`src/nvicIrqPkg.sv`:
```
// Nvic interrupt sources
package nvicIrqPkg;

	// --------------------
	// Sizes
	localparam int NUM_SRC = 11; // Sources 0..10
	localparam int CODE_W  = 4;  // Code 0 = none, k+1 = source k

	// --------------------
	// Named sources
	// Higher index wins
	localparam int SRC_EXL = 0;  // Low external pin, lowest priority
	localparam int SRC_EXH = 9;  // High external pin
	localparam int SRC_OVF = 10; // Overflow, highest priority

	// Sources 1..8 are general purpose inputs

endpackage
```
`src/nvicRegPkg.sv`:
```
// Nvic register map
package nvicRegPkg;

	// --------------------
	// Bus geometry
	localparam int ADDR_W = 4;  // Byte offset, four word slots
	localparam int DATA_W = 32; // AXI4-Lite data word

	// --------------------
	// Register offsets
	localparam logic [ADDR_W-1:0] ADDR_ENABLE = 4'h0; // Interrupt mask
	localparam logic [ADDR_W-1:0] ADDR_FLAG   = 4'h4; // Sticky flags
	// Offsets 0x8 and 0xC unmapped, read back zero

	localparam logic [1:0] RESP_OKAY = 2'b00; // Only response ever sent

	// Register data word
	// Seen either as the raw bus word or split into fields
	typedef union packed {
		logic [DATA_W-1:0] raw;
		struct packed {
			logic [DATA_W-nvicIrqPkg::NUM_SRC-2:0] reserved; // Bits 31:12, zero
			logic [nvicIrqPkg::NUM_SRC-1:0]        irqBits;  // Bits 11:1, per source
			logic                                   zero;     // Bit 0, unused
		} fields;
	} regWord_u;

endpackage

```
`src/Nvic.sv`:
```
// Nvic top level
`timescale 1ns/10ps

module Nvic (
	input  logic                           i_clk,
	input  logic                           i_rstN,

	// AXI4-Lite slave
	input  logic                           i_awvalid,
	output logic                           o_awready,
	input  logic [nvicRegPkg::ADDR_W-1:0]  i_awaddr,
	input  logic                           i_wvalid,
	output logic                           o_wready,
	input  logic [nvicRegPkg::DATA_W-1:0]  i_wdata,
	output logic                           o_bvalid,
	input  logic                           i_bready,
	output logic [1:0]                     o_bresp,
	input  logic                           i_arvalid,
	output logic                           o_arready,
	input  logic [nvicRegPkg::ADDR_W-1:0]  i_araddr,
	output logic                           o_rvalid,
	input  logic                           i_rready,
	output logic [nvicRegPkg::DATA_W-1:0]  o_rdata,
	output logic [1:0]                     o_rresp,

	// Interrupt sources and core side
	input  logic [nvicIrqPkg::NUM_SRC-1:0] i_intSrc,
	output logic [nvicIrqPkg::CODE_W-1:0]  o_intCode,
	output logic                           o_intEn
);
	import nvicIrqPkg::*;

	logic               wrEnable, wrFlag; // Single-cycle write strobes
	logic [NUM_SRC-1:0] wrBits;
	logic [NUM_SRC-1:0] enableQ, flagQ;   // Read back by the slave
	logic [NUM_SRC-1:0] pending;

	// --------------------
	// Bus side
	nvicAxiSlave u_axiSlave (
		.i_clk(i_clk), .i_rstN(i_rstN),
		.i_awvalid(i_awvalid), .o_awready(o_awready), .i_awaddr(i_awaddr),
		.i_wvalid(i_wvalid), .o_wready(o_wready), .i_wdata(i_wdata),
		.o_bvalid(o_bvalid), .i_bready(i_bready), .o_bresp(o_bresp),
		.i_arvalid(i_arvalid), .o_arready(o_arready), .i_araddr(i_araddr),
		.o_rvalid(o_rvalid), .i_rready(i_rready), .o_rdata(o_rdata), .o_rresp(o_rresp),
		.i_enableQ(enableQ), .i_flagQ(flagQ),
		.o_wrEnable(wrEnable), .o_wrFlag(wrFlag), .o_wrBits(wrBits)
	);

	// Mask and flags
	nvicIntState u_intState (
		.i_clk(i_clk), .i_rstN(i_rstN), .i_intSrc(i_intSrc),
		.i_wrEnable(wrEnable), .i_wrFlag(wrFlag), .i_wrBits(wrBits),
		.o_enableQ(enableQ), .o_flagQ(flagQ), .o_pending(pending)
	);

	// --------------------
	// Core side
	nvicIntEncoder u_intEncoder (
		.i_clk(i_clk), .i_rstN(i_rstN), .i_pending(pending),
		.o_intCode(o_intCode), .o_intEn(o_intEn)
	);

endmodule

```
`src/nvicIntEncoder.sv`:
```
// Nvic priority encoder
`timescale 1ns/10ps

module nvicIntEncoder (
	input  logic                           i_clk,
	input  logic                           i_rstN,
	input  logic [nvicIrqPkg::NUM_SRC-1:0] i_pending,
	output logic [nvicIrqPkg::CODE_W-1:0]  o_intCode,
	output logic                           o_intEn
);
	import nvicIrqPkg::*;

	logic [CODE_W-1:0] codeD; // Next code

	// --------------------
	// Highest index wins
	always_comb begin
		codeD = '0; // Nothing pending
		for (int k = 0; k < NUM_SRC; k++) begin
			if (i_pending[k])
				codeD = CODE_W'(k + 1); // Later hits override lower ones
		end
	end

	// Code and enable move together
	always_ff @(posedge i_clk or negedge i_rstN) begin
		if (!i_rstN) begin
			o_intCode <= '0;
			o_intEn   <= 1'b0;
		end else begin
			o_intCode <= codeD;
			o_intEn   <= |codeD; // Code 0 has no interrupt
		end
	end

endmodule

```
`src/nvicIntState.sv`:
```
// Nvic enable and flag registers
`timescale 1ns/10ps

module nvicIntState (
	input  logic                           i_clk,
	input  logic                           i_rstN,

	// Hardware sources, level
	input  logic [nvicIrqPkg::NUM_SRC-1:0] i_intSrc,

	// Software writes from the bus slave
	input  logic                           i_wrEnable,
	input  logic                           i_wrFlag,
	input  logic [nvicIrqPkg::NUM_SRC-1:0] i_wrBits,

	// Register state
	output logic [nvicIrqPkg::NUM_SRC-1:0] o_enableQ,
	output logic [nvicIrqPkg::NUM_SRC-1:0] o_flagQ,
	output logic [nvicIrqPkg::NUM_SRC-1:0] o_pending
);

	logic anySrc; // Some source high this cycle

	assign anySrc = |i_intSrc;

	// --------------------
	// Enable mask
	// Only software changes it
	always_ff @(posedge i_clk or negedge i_rstN) begin
		if (!i_rstN)
			o_enableQ <= '0;
		else if (i_wrEnable)
			o_enableQ <= i_wrBits;
	end

	// --------------------
	// Sticky flags
	always_ff @(posedge i_clk or negedge i_rstN) begin
		if (!i_rstN)
			o_flagQ <= '0;
		else if (i_wrFlag)
			o_flagQ <= i_wrBits;            // Software write wins over sources
		else if (anySrc)
			o_flagQ <= o_flagQ | i_intSrc; // Merge new sets, keep old ones
	end

	// A flag only requests service when its mask bit is set
	assign o_pending = o_enableQ & o_flagQ;

endmodule

```
`src/nvicAxiSlave.sv`:
```
// Nvic AXI4-Lite slave
`timescale 1ns/10ps

module nvicAxiSlave (
	input  logic                          i_clk,
	input  logic                          i_rstN,

	// Write address / data
	input  logic                          i_awvalid,
	output logic                          o_awready,
	input  logic [nvicRegPkg::ADDR_W-1:0] i_awaddr,
	input  logic                          i_wvalid,
	output logic                          o_wready,
	input  logic [nvicRegPkg::DATA_W-1:0] i_wdata,

	// Write response
	output logic                          o_bvalid,
	input  logic                          i_bready,
	output logic [1:0]                    o_bresp,

	// Read address / data
	input  logic                          i_arvalid,
	output logic                          o_arready,
	input  logic [nvicRegPkg::ADDR_W-1:0] i_araddr,
	output logic                          o_rvalid,
	input  logic                          i_rready,
	output logic [nvicRegPkg::DATA_W-1:0] o_rdata,
	output logic [1:0]                    o_rresp,

	// Register side
	input  logic [nvicIrqPkg::NUM_SRC-1:0] i_enableQ,
	input  logic [nvicIrqPkg::NUM_SRC-1:0] i_flagQ,
	output logic                           o_wrEnable,
	output logic                           o_wrFlag,
	output logic [nvicIrqPkg::NUM_SRC-1:0] o_wrBits
);
	import nvicRegPkg::*;

	logic     wrAccept; // AW and W taken together
	logic     rdAccept; // AR taken
	regWord_u wrWord;   // Incoming bus word
	regWord_u rdWord;   // Selected register, not yet captured

	// --------------------
	// Write path
	assign wrAccept  = i_awvalid & i_wvalid & ~o_bvalid; // Blocked while B pending
	assign o_awready = wrAccept;
	assign o_wready  = wrAccept;

	assign wrWord.raw = i_wdata;
	assign o_wrBits   = wrWord.fields.irqBits; // Bit 0 and upper bits dropped

	// One strobe per mapped offset
	assign o_wrEnable = wrAccept & (i_awaddr == ADDR_ENABLE);
	assign o_wrFlag   = wrAccept & (i_awaddr == ADDR_FLAG);

	always_ff @(posedge i_clk or negedge i_rstN) begin
		if (!i_rstN)
			o_bvalid <= 1'b0;
		else if (wrAccept)
			o_bvalid <= 1'b1;
		else if (i_bready)
			o_bvalid <= 1'b0; // Response taken
	end

	assign o_bresp = RESP_OKAY;

	// --------------------
	// Read path
	assign o_arready = ~o_rvalid; // One read in flight
	assign rdAccept  = i_arvalid & ~o_rvalid;

	always_comb begin
		rdWord.raw = '0; // Unmapped reads zero
		case (i_araddr)
			ADDR_ENABLE: rdWord.fields.irqBits = i_enableQ;
			ADDR_FLAG:   rdWord.fields.irqBits = i_flagQ;
			default:     rdWord.raw = '0;
		endcase
	end

	always_ff @(posedge i_clk or negedge i_rstN) begin
		if (!i_rstN)
			o_rvalid <= 1'b0;
		else if (rdAccept)
			o_rvalid <= 1'b1;
		else if (i_rready)
			o_rvalid <= 1'b0;
	end

	// Data held until R accepted
	always_ff @(posedge i_clk) begin
		if (rdAccept)
			o_rdata <= rdWord.raw;
	end

	assign o_rresp = RESP_OKAY;

endmodule

```
`config.mk`:
```
export PLATFORM = sky130hd
export DESIGN_NAME = Nvic
export DESIGN_NICKNAME = d
export VERILOG_FILES = /design/src/nvicIrqPkg.sv /design/src/nvicRegPkg.sv /design/src/Nvic.sv /design/src/nvicIntEncoder.sv /design/src/nvicIntState.sv /design/src/nvicAxiSlave.sv
export SDC_FILE = /design/constraint.sdc
export NUM_CORES = 1
export LEC_CHECK = 0
export ABC_AREA = 1
export BUFFER_PORTS_ARGS = -buffer_cell sky130_fd_sc_hd__buf_4
export CAP_MARGIN = 20
export CORE_MARGIN = 2
export CORE_UTILIZATION = 48
export DETAILED_ROUTE_END_ITERATION = 8
export GPL_TIMING_DRIVEN = 0
export PLACE_DENSITY = 0.93
export SLEW_MARGIN = 20
export SYNTH_ARGS = -nofsm -noshare
export SYNTH_HDL_FRONTEND = slang
export SYNTH_SLANG_ARGS = --single-unit
```
`constraint.sdc`:
```
create_clock -name i_clk -period 2 [get_ports i_clk]
set_clock_uncertainty 0.05 [all_clocks]
set_input_delay 0.3 -clock i_clk [delete_from_list [all_inputs] [get_ports i_clk]]
set_output_delay 0.3 -clock i_clk [all_outputs]
set_load 0.01 [all_outputs]
```
==> qor.csv, run 1 <==
metric,value,unit
result of the run,finished clean,
fin crit share,77.24,%
critical path class,reg2out,
TritonCTS Sinks,40,
standby leakage power,1.436,nW
antenna-violating nets left,0,
endpoint class of the critical path,output pin,
initial DRC count,196,
area taken by flip-flops and latches,1056,µm²
Global Route Usage Sum,19.32,%
clock tree from TritonCTS,built,
count of endpoints failing setup in the final report,0,
worst setup slack for register-to-register paths,0.58,ns
final wirelength,4404,µm
share of layout cells above drive strength 1,34.77,%
Clock Tree Root,sky130_fd_sc_hd__clkbuf_8,
via count of the first global-routing pass,1485,
instance area at placement,2544,µm²
per-cell routed wire length,12.51,µm
family with the most delay on the worst path,buffers and inverters,
maximum number of pins on one net before global-route repair,30,
Pre-Repair DR Iteration Count,4,
maximum operating frequency,647.3,MHz
sequential element share of the synthesized area,53.79,%
required time of the critical path,1.65,ns
source of the critical timing path,u_axiSlave.o_bvalid,
instance count of the mapped netlist,212,
number of clock buffers inserted by TritonCTS,5,
Power per Cell Area,757.4,nW/µm²
die extent in y,67.95,µm
worst vdd rail ir drop,0.3039,mV
max-cap check violation count,0,
register clock-pin slew on the reported worst setup and hold paths,0.08,ns
crit-path cells,inv_1 -> nand3_2 -> inv_1 -> buf_4 -> buf_4,
max-slew violation count,0,
unrepaired setup endpoints after global routing,false,
global route overflow,0,
final critical delay including setup and external delays,1.545,ns
worst-case headroom to the max-slew limit,66.12,%
setup tns final,0,ns
terminus of the critical flop-to-flop path,u_intState.o_flagQ[9],
post-synthesis cell type with the largest combined area,sky130_fd_sc_hd__dfrtp_1,
effective utilization at floorplan,49.43,%
share of the synthesized area in the top cell type,36.97,%
CTS H-tree lvls,2,
Die Outline Area,4617,µm²
net count reported at finish,359,
postcts setup bufs,0,
count of pins on the block boundary,104,
final worst-path setup slack,0.4552,ns
Die X-Extent,67.95,µm
endpoints failing hold,0,
global-route wire length before repair,6361,µm
maximum buffer depth of the clock tree,2,
met2 capacity usage during global routing,33.98,%
number of distinct standard cells referenced by the synthesized netlist,22,
"commonest non-fill, non-tap cell in the layout",sky130_fd_sc_hd__buf_4,
number of antenna repair diodes,0,
leading cell types by total area after synthesis,"sky130_fd_sc_hd__dfrtp_1 37%, sky130_fd_sc_hd__edfxtp_1 17%, sky130_fd_sc_hd__buf_4 9.9%",
capture point of the critical path,o_wready,
critical path depth in cells,5,
Final GP Congestion,0.7726,
number of rows in the core area,23,
most congested layer reported by global routing,met2,
mean post-synth cell area,9.260,µm²
worst slack after detailed placement,0.5132,ns
area of all placed cells without fillers,2644,µm²
initial antenna violation count,0,
Syn Std Cell Area,1963,µm²
Register-to-Register Path Depth,7,
WP buf/inv,4,
Hold WS,0.1394,ns
number of flip-flops and latches in the synthesized netlist,40,
fillcell total,312,
DRC violations left,0,
Global Route met1 Usage,21.28,%
buffers added on ports,57,
stage delay of the slowest cell on the critical path,0.39,ns
later-pin clock latency in the skew report,0.29,ns
area used by multi-input combinational logic,615.6,µm²
Core Footprint,3971,µm²
placed wire-length estimate after detailed placement,3277,µm
class of the tightest hold or removal check,in2reg,
reg2reg start,u_axiSlave.o_bvalid,
pin slew with the least headroom to its limit,0.5082,ns
highest-count cells in the layout ignoring fill and taps,"83 x sky130_fd_sc_hd__buf_4, 39 x sky130_fd_sc_hd__inv_1, 38 x sky130_fd_sc_hd__nand2_1",
total of warnings raised by yosys,0,
layout overhead on the synthesized area,34.67,%
slowest cell on the critical path,sky130_fd_sc_hd__dfrtp_1,
vias after detailed routing,1656,
DR vias/cell,4.705,
critical path arrival,1.19,ns
Max Fanout on Critical Path,3,
Setup crit start kind,flop,
grt met3 use,4.112,%
-- flip-flops by register name (all words and copies together), names as in the netlist --
| register | flops |
|---|---|
| u_axiSlave.o_bvalid | 1 |
| u_intEncoder.o_intCode | 4 |
| u_intState.o_flagQ | 11 |
| u_axiSlave.o_rvalid | 1 |
| u_axiSlave.o_rdata | 11 |
| u_intState.o_enableQ | 11 |
| u_intEncoder.o_intEn | 1 |
-- where the power goes --
part,switching (W),total (W),internal (W)
Clock,0.000272,0.000553,0.000281
Combinational,0.000249,0.000466,0.000217
Sequential,0.0000431,0.000983,0.000940
-- worst register-to-register path, cell delays in order, from the launching register on --
cell and delay, ns:
sky130_fd_sc_hd__dfrtp_1 0.39, sky130_fd_sc_hd__inv_1 0.08, sky130_fd_sc_hd__nand3_2 0.11, sky130_fd_sc_hd__inv_1 0.12, sky130_fd_sc_hd__nand3_1 0.14, sky130_fd_sc_hd__buf_2 0.23
sky130_fd_sc_hd__o21ai_1 0.12, sky130_fd_sc_hd__o21ai_1 0.08
-- synthesized netlist by cell type, drive strengths merged --
library cell,number
o21bai,1
nand3b,1
conb,1
buf,30
a21oi,1
nor2,7
nand3,3
dfrtp,29
nor3,1
o22ai,11
o21ai,35
clkbuf,2
or2,1
nand2,38
edfxtp,11
nor4,1
inv,39
-- worst min-delay path by stage --
| stage | startpoint | end | cells after the start | slack (ns) |
|---|---|---|---|---|
| final | i_rready | u_axiSlave.o_rvalid | 2 | 0.14 |
| after global routing | i_rready | u_axiSlave.o_rvalid | 2 | 0.15 |
| after CTS | i_rready | u_axiSlave.o_rvalid | 2 | 0.14 |
| after detailed placement | i_rstN | u_axiSlave.o_rvalid | 1 | 0.19 |
| after global placement | i_rstN | u_intEncoder.o_intCode[2] | 1 | 0.18 |
| after floorplan | i_rstN | u_axiSlave.o_bvalid | 0 | -0.05 |
-- layout make-up --
type | instances | share of cell area [%]
Tap cell | 50 | 2.366
Inverter | 39 | 5.537
Buffer | 32 | 8.897
Timing Repair Buffer | 58 | 16.56
Multi-Input combinational cell | 125 | 23.28
Clock buffer | 8 | 3.407
Sequential cell | 40 | 39.94
-- kinds of logic (layout without fill, tap and decap cells) --
group,after synthesis,count (layout),share of synthesized area [%]
buf+inv,71,137,19.44
other cells,1,25,0.1910
compound gates,48,48,14.79
simple gates,52,52,11.79
flops,40,40,53.79
-- per-stage QoR --
step,power (W),cells,utilization [%]
6_report,0.002002,352,66.57
2_1_floorplan,0.001273,236,-
4_1_cts,0.001993,352,66.57
3_5_place_dp,0.001456,343,64.05
5_1_grt,0.002082,352,66.57
3_3_place_gp,0.001436,343,64.05
-- metal layers --
metal	part of all wire [%]	up-vias
met5	0	-
met4	2.0	0
met3	6.0	7
met2	54	74
met1	38	777
li1	-	798
-- repair_timing --
action,in CTS,in global routing
endpoints found under the hold margin,29,0
gates resized for setup,0,0
hold buffers,1,0
Power figures use the tool's default switching activity.
==> inputs of run 2 (changes only) <==
ABC_AREA = 0   (was 1)
CORE_UTILIZATION = 40   (was 48)
PLACE_DENSITY = 0.83   (was 0.93)
clock period = 1.4 ns   (was 2 ns; I/O delays follow)
==> run 2 against run 1 <==
Against the previous run:
- clock-buffer cell count down 2
- largest power group unchanged
- global-route usage down 4.5 points
- synthesized cell count down 22%
- first-iteration DRC count down 64%
- the run now ends with setup timing left
- via count down 13%
- core utilization down 8.7 points
- largest cell class unchanged
- design area up 4.2%
- critical endpoint is now u_intState.o_enableQ[3]
- sequential share of layout area down 1.6 points
==> qor.csv, run 2 <==
metric,value,unit,change
sequential element share of the synthesized area,53.52,%,-0.27 points
post-synthesis cell type with the largest combined area,sky130_fd_sc_hd__dfrtp_1,,
DRC violations left,0,,unchanged
CTS H-tree lvls,2,,unchanged
effective utilization at floorplan,41.50,%,-7.9 points
most frequently used cell type in the post-synthesis netlist,sky130_fd_sc_hd__dfrtp_1,,
Core Footprint,4755,µm²,+20%
maximum operating frequency,690.6,MHz,
maximum number of pins on one net before global-route repair,30,,unchanged
Syn Std Cell Area,1973,µm²,+0.51%
Power per Cell Area,1061,nW/µm²,+40%
leading cell types by total area after synthesis,"sky130_fd_sc_hd__dfrtp_1 37%, sky130_fd_sc_hd__edfxtp_1 17%, sky130_fd_sc_hd__buf_4 10%",,
die extent in y,74.24,µm,+9.2%
instance area at placement,2584,µm²,+1.6%
pin slew with the least headroom to its limit,0.5705,ns,+0.06231 ns
number of clock buffers inserted by TritonCTS,5,,unchanged
net count reported at finish,319,,-11%
antenna-violating nets left,0,,unchanged
count of endpoints failing setup in the final report,11,,+11
share of the synthesized area in the top cell type,36.78,%,-0.19 points
required time of the critical path,1.53,ns,-0.12 ns
Final GP Congestion,0.8366,,+8.3%
layout overhead on the synthesized area,39.57,%,
critical path arrival,1.57,ns,+0.38 ns
endpoint class of the critical path,flop,,
clock tree from TritonCTS,built,,
number of flip-flops and latches in the synthesized netlist,40,,unchanged
DR vias/cell,4.377,,-7.0%
initial DRC count,71,,-64%
most congested layer reported by global routing,met2,,
buffers added on ports,57,,unchanged
most frequently used flop master after synthesis,sky130_fd_sc_hd__dfrtp_1,,
max-slew violation count,0,,unchanged
number of enable flip-flop cells after synthesis,11,,unchanged
number of cells on the worst hold path,2,,unchanged
share of layout cells above drive strength 1,46.18,%,+11 points
Die Outline Area,5511,µm²,+19%
final critical delay including setup and external delays,1.448,ns,
Global Route met1 Usage,17.10,%,-4.2 points
critical path class,reg2reg,,
result of the run,finished with violations,,
number of antenna repair diodes,0,,unchanged
met2 capacity usage during global routing,25.69,%,-8.3 points
Pre-Repair DR Iteration Count,4,,unchanged
number of rows in the core area,25,,+8.7%
worst-case headroom to the max-slew limit,61.79,%,-4.3 points
proportion of register bits with asynchronous set or reset after synthesis,72.50,%,unchanged
instance count of the mapped netlist,166,,-22%
unrepaired setup endpoints after global routing,true,,
class of the tightest hold or removal check,in2reg,,
"commonest non-fill, non-tap cell in the layout",sky130_fd_sc_hd__buf_4,,
per-cell routed wire length,11.83,µm,-5.4%
standby leakage power,1.437,nW,about the same
grt met3 use,3.252,%,-0.86 points
max-cap check violation count,0,,unchanged
count of pins on the block boundary,104,,unchanged
endpoints failing hold,0,,unchanged
Clock Tree Root,sky130_fd_sc_hd__clkbuf_8,,
fin crit share,103.4,%,
total of warnings raised by yosys,0,,unchanged
maximum buffer depth of the clock tree,2,,unchanged
final worst-path setup slack,-0.04792,ns,-0.5031 ns
Register-to-Register Path Depth,4,,-3
Pwr Total,0.002923,W,+46%
leading registers by flop count,"u_axiSlave.o_rdata: 11 flops, u_intState.o_enableQ: 11 flops, u_intState.o_flagQ: 11 flops",,
Global Route Usage Sum,14.78,%,-4.5 points
global-route wire length before repair,6189,µm,-2.7%
highest-count cells in the layout ignoring fill and taps,"89 x sky130_fd_sc_hd__buf_4, 29 x sky130_fd_sc_hd__dfrtp_1, 25 x sky130_fd_sc_hd__conb_1",,
TritonCTS Sinks,40,,unchanged
register clock-pin slew on the reported worst setup and hold paths,0.08,ns,about the same
final wirelength,3893,µm,-12%
worst vdd rail ir drop,0.4988,mV,+64%
area of all placed cells without fillers,2754,µm²,+4.2%
Setup crit start kind,flop,,
Max Fanout on Critical Path,5,,+2
commonest cells in the netlist,"29 x sky130_fd_sc_hd__dfrtp_1, 27 x sky130_fd_sc_hd__buf_4, 14 x sky130_fd_sc_hd__inv_1",,
Die X-Extent,74.24,µm,+9.2%
global route overflow,0,,unchanged
later-pin clock latency in the skew report,0.29,ns,about the same
via count of the first global-routing pass,1416,,-4.6%
failing checks,setup timing,,
mean post-synth cell area,11.89,µm²,+28%
vias after detailed routing,1440,,-13%
number of distinct standard cells referenced by the synthesized netlist,27,,+23%
initial antenna violation count,0,,unchanged
placed wire-length estimate after detailed placement,3042,µm,-7.2%
run 2: changes by cell type after synthesis, sizes merged, moves of 11 or more:
cell / change
o22ai: -11
a22o: +12
inv: -25
nand2: -27
o21ai: -32
mux2i: +11
mux2: +11
run 2: layer usage:
metal | vias up | wire, µm
met5 | - | 0
met4 | 0 | 85
met3 | 7 | 269
met2 | 62 | 1999
met1 | 662 | 1539
li1 | 709 | -
run 2: metrics by stage:
step / cells / TNS, ns / utilization, % / hold WS (ns) / setup WS, ns
2_1_floorplan: 190 / -0.4059 / - / -0.1356 / -0.04059
3_5_place_dp: 314 / -0.7781 / 54.34 / 0.1064 / -0.08381
6_report: 329 / -0.4508 / 57.92 / 0.04613 / -0.04792
4_1_cts: 327 / -0.8751 / 57.11 / 0.04410 / -0.08505
3_3_place_gp: 314 / -0.7034 / 54.34 / 0.09639 / -0.07109
5_1_grt: 329 / -0.9862 / 57.92 / 0.03996 / -0.09658
run 2: repair_timing:
action	CTS	global route
gates resized for setup	3	6
pin swaps	1	2
setup buffers	3	2
gates cloned	1	0
hold buffers	1	0
hold endpoints to repair	29	0
endpoints found under the setup margin	11	15
run 2: area by class of cell:
type                    count  area, µm²
plain buffers              30      224.0
inverters                  14      52.55
clock inverters             2      11.26
well taps                  67      83.83
flip-flops and latches     40       1056
fillers                   423       2001
multi-input cells         106      767.0
repair buffers             64      486.7
clock buffers               6      72.57
run 2: cells by family after synthesis:
kind of cell    synth area share, %
buf+inv                       14.01
flops                         53.52
simple gates                  9.194
compound gates                9.321
mux                           13.76
other cells                  0.1901
run 2: worst paths after layout:
path	slack [ns]	startpoint	to
hold / removal	0.05	i_rready	u_axiSlave.o_rvalid
hold reg to reg	0.51	u_intState.o_enableQ[6]	u_intState.o_enableQ[6]
setup / recovery	-0.05	u_axiSlave.o_bvalid	u_intState.o_enableQ[3]
max in group asynchronous	0.69	i_rstN	u_intEncoder.o_intEn
min in group asynchronous	0.33	i_rstN	u_intState.o_flagQ[1]
setup reg to reg	-0.05	u_axiSlave.o_bvalid	u_intState.o_enableQ[3]
run 2: power breakdown:
| group | leakage (nW) | switching, W | internal (W) |
|---|---|---|---|
| sequential | 0.429 | 0.000100 | 0.00135 |
| clock | 0.0388 | 0.000373 | 0.000345 |
| combinational | 0.969 | 0.000331 | 0.000427 |
| total | 1.44 | 0.000804 | 0.00212 |
run 2: critical path, cell delays in order (launching register included):
cell and delay, ns:
sky130_fd_sc_hd__dfrtp_1 0.39, sky130_fd_sc_hd__nand3b_4 0.18, sky130_fd_sc_hd__nor3b_4 0.24, sky130_fd_sc_hd__buf_6 0.17, sky130_fd_sc_hd__mux2_4 0.30
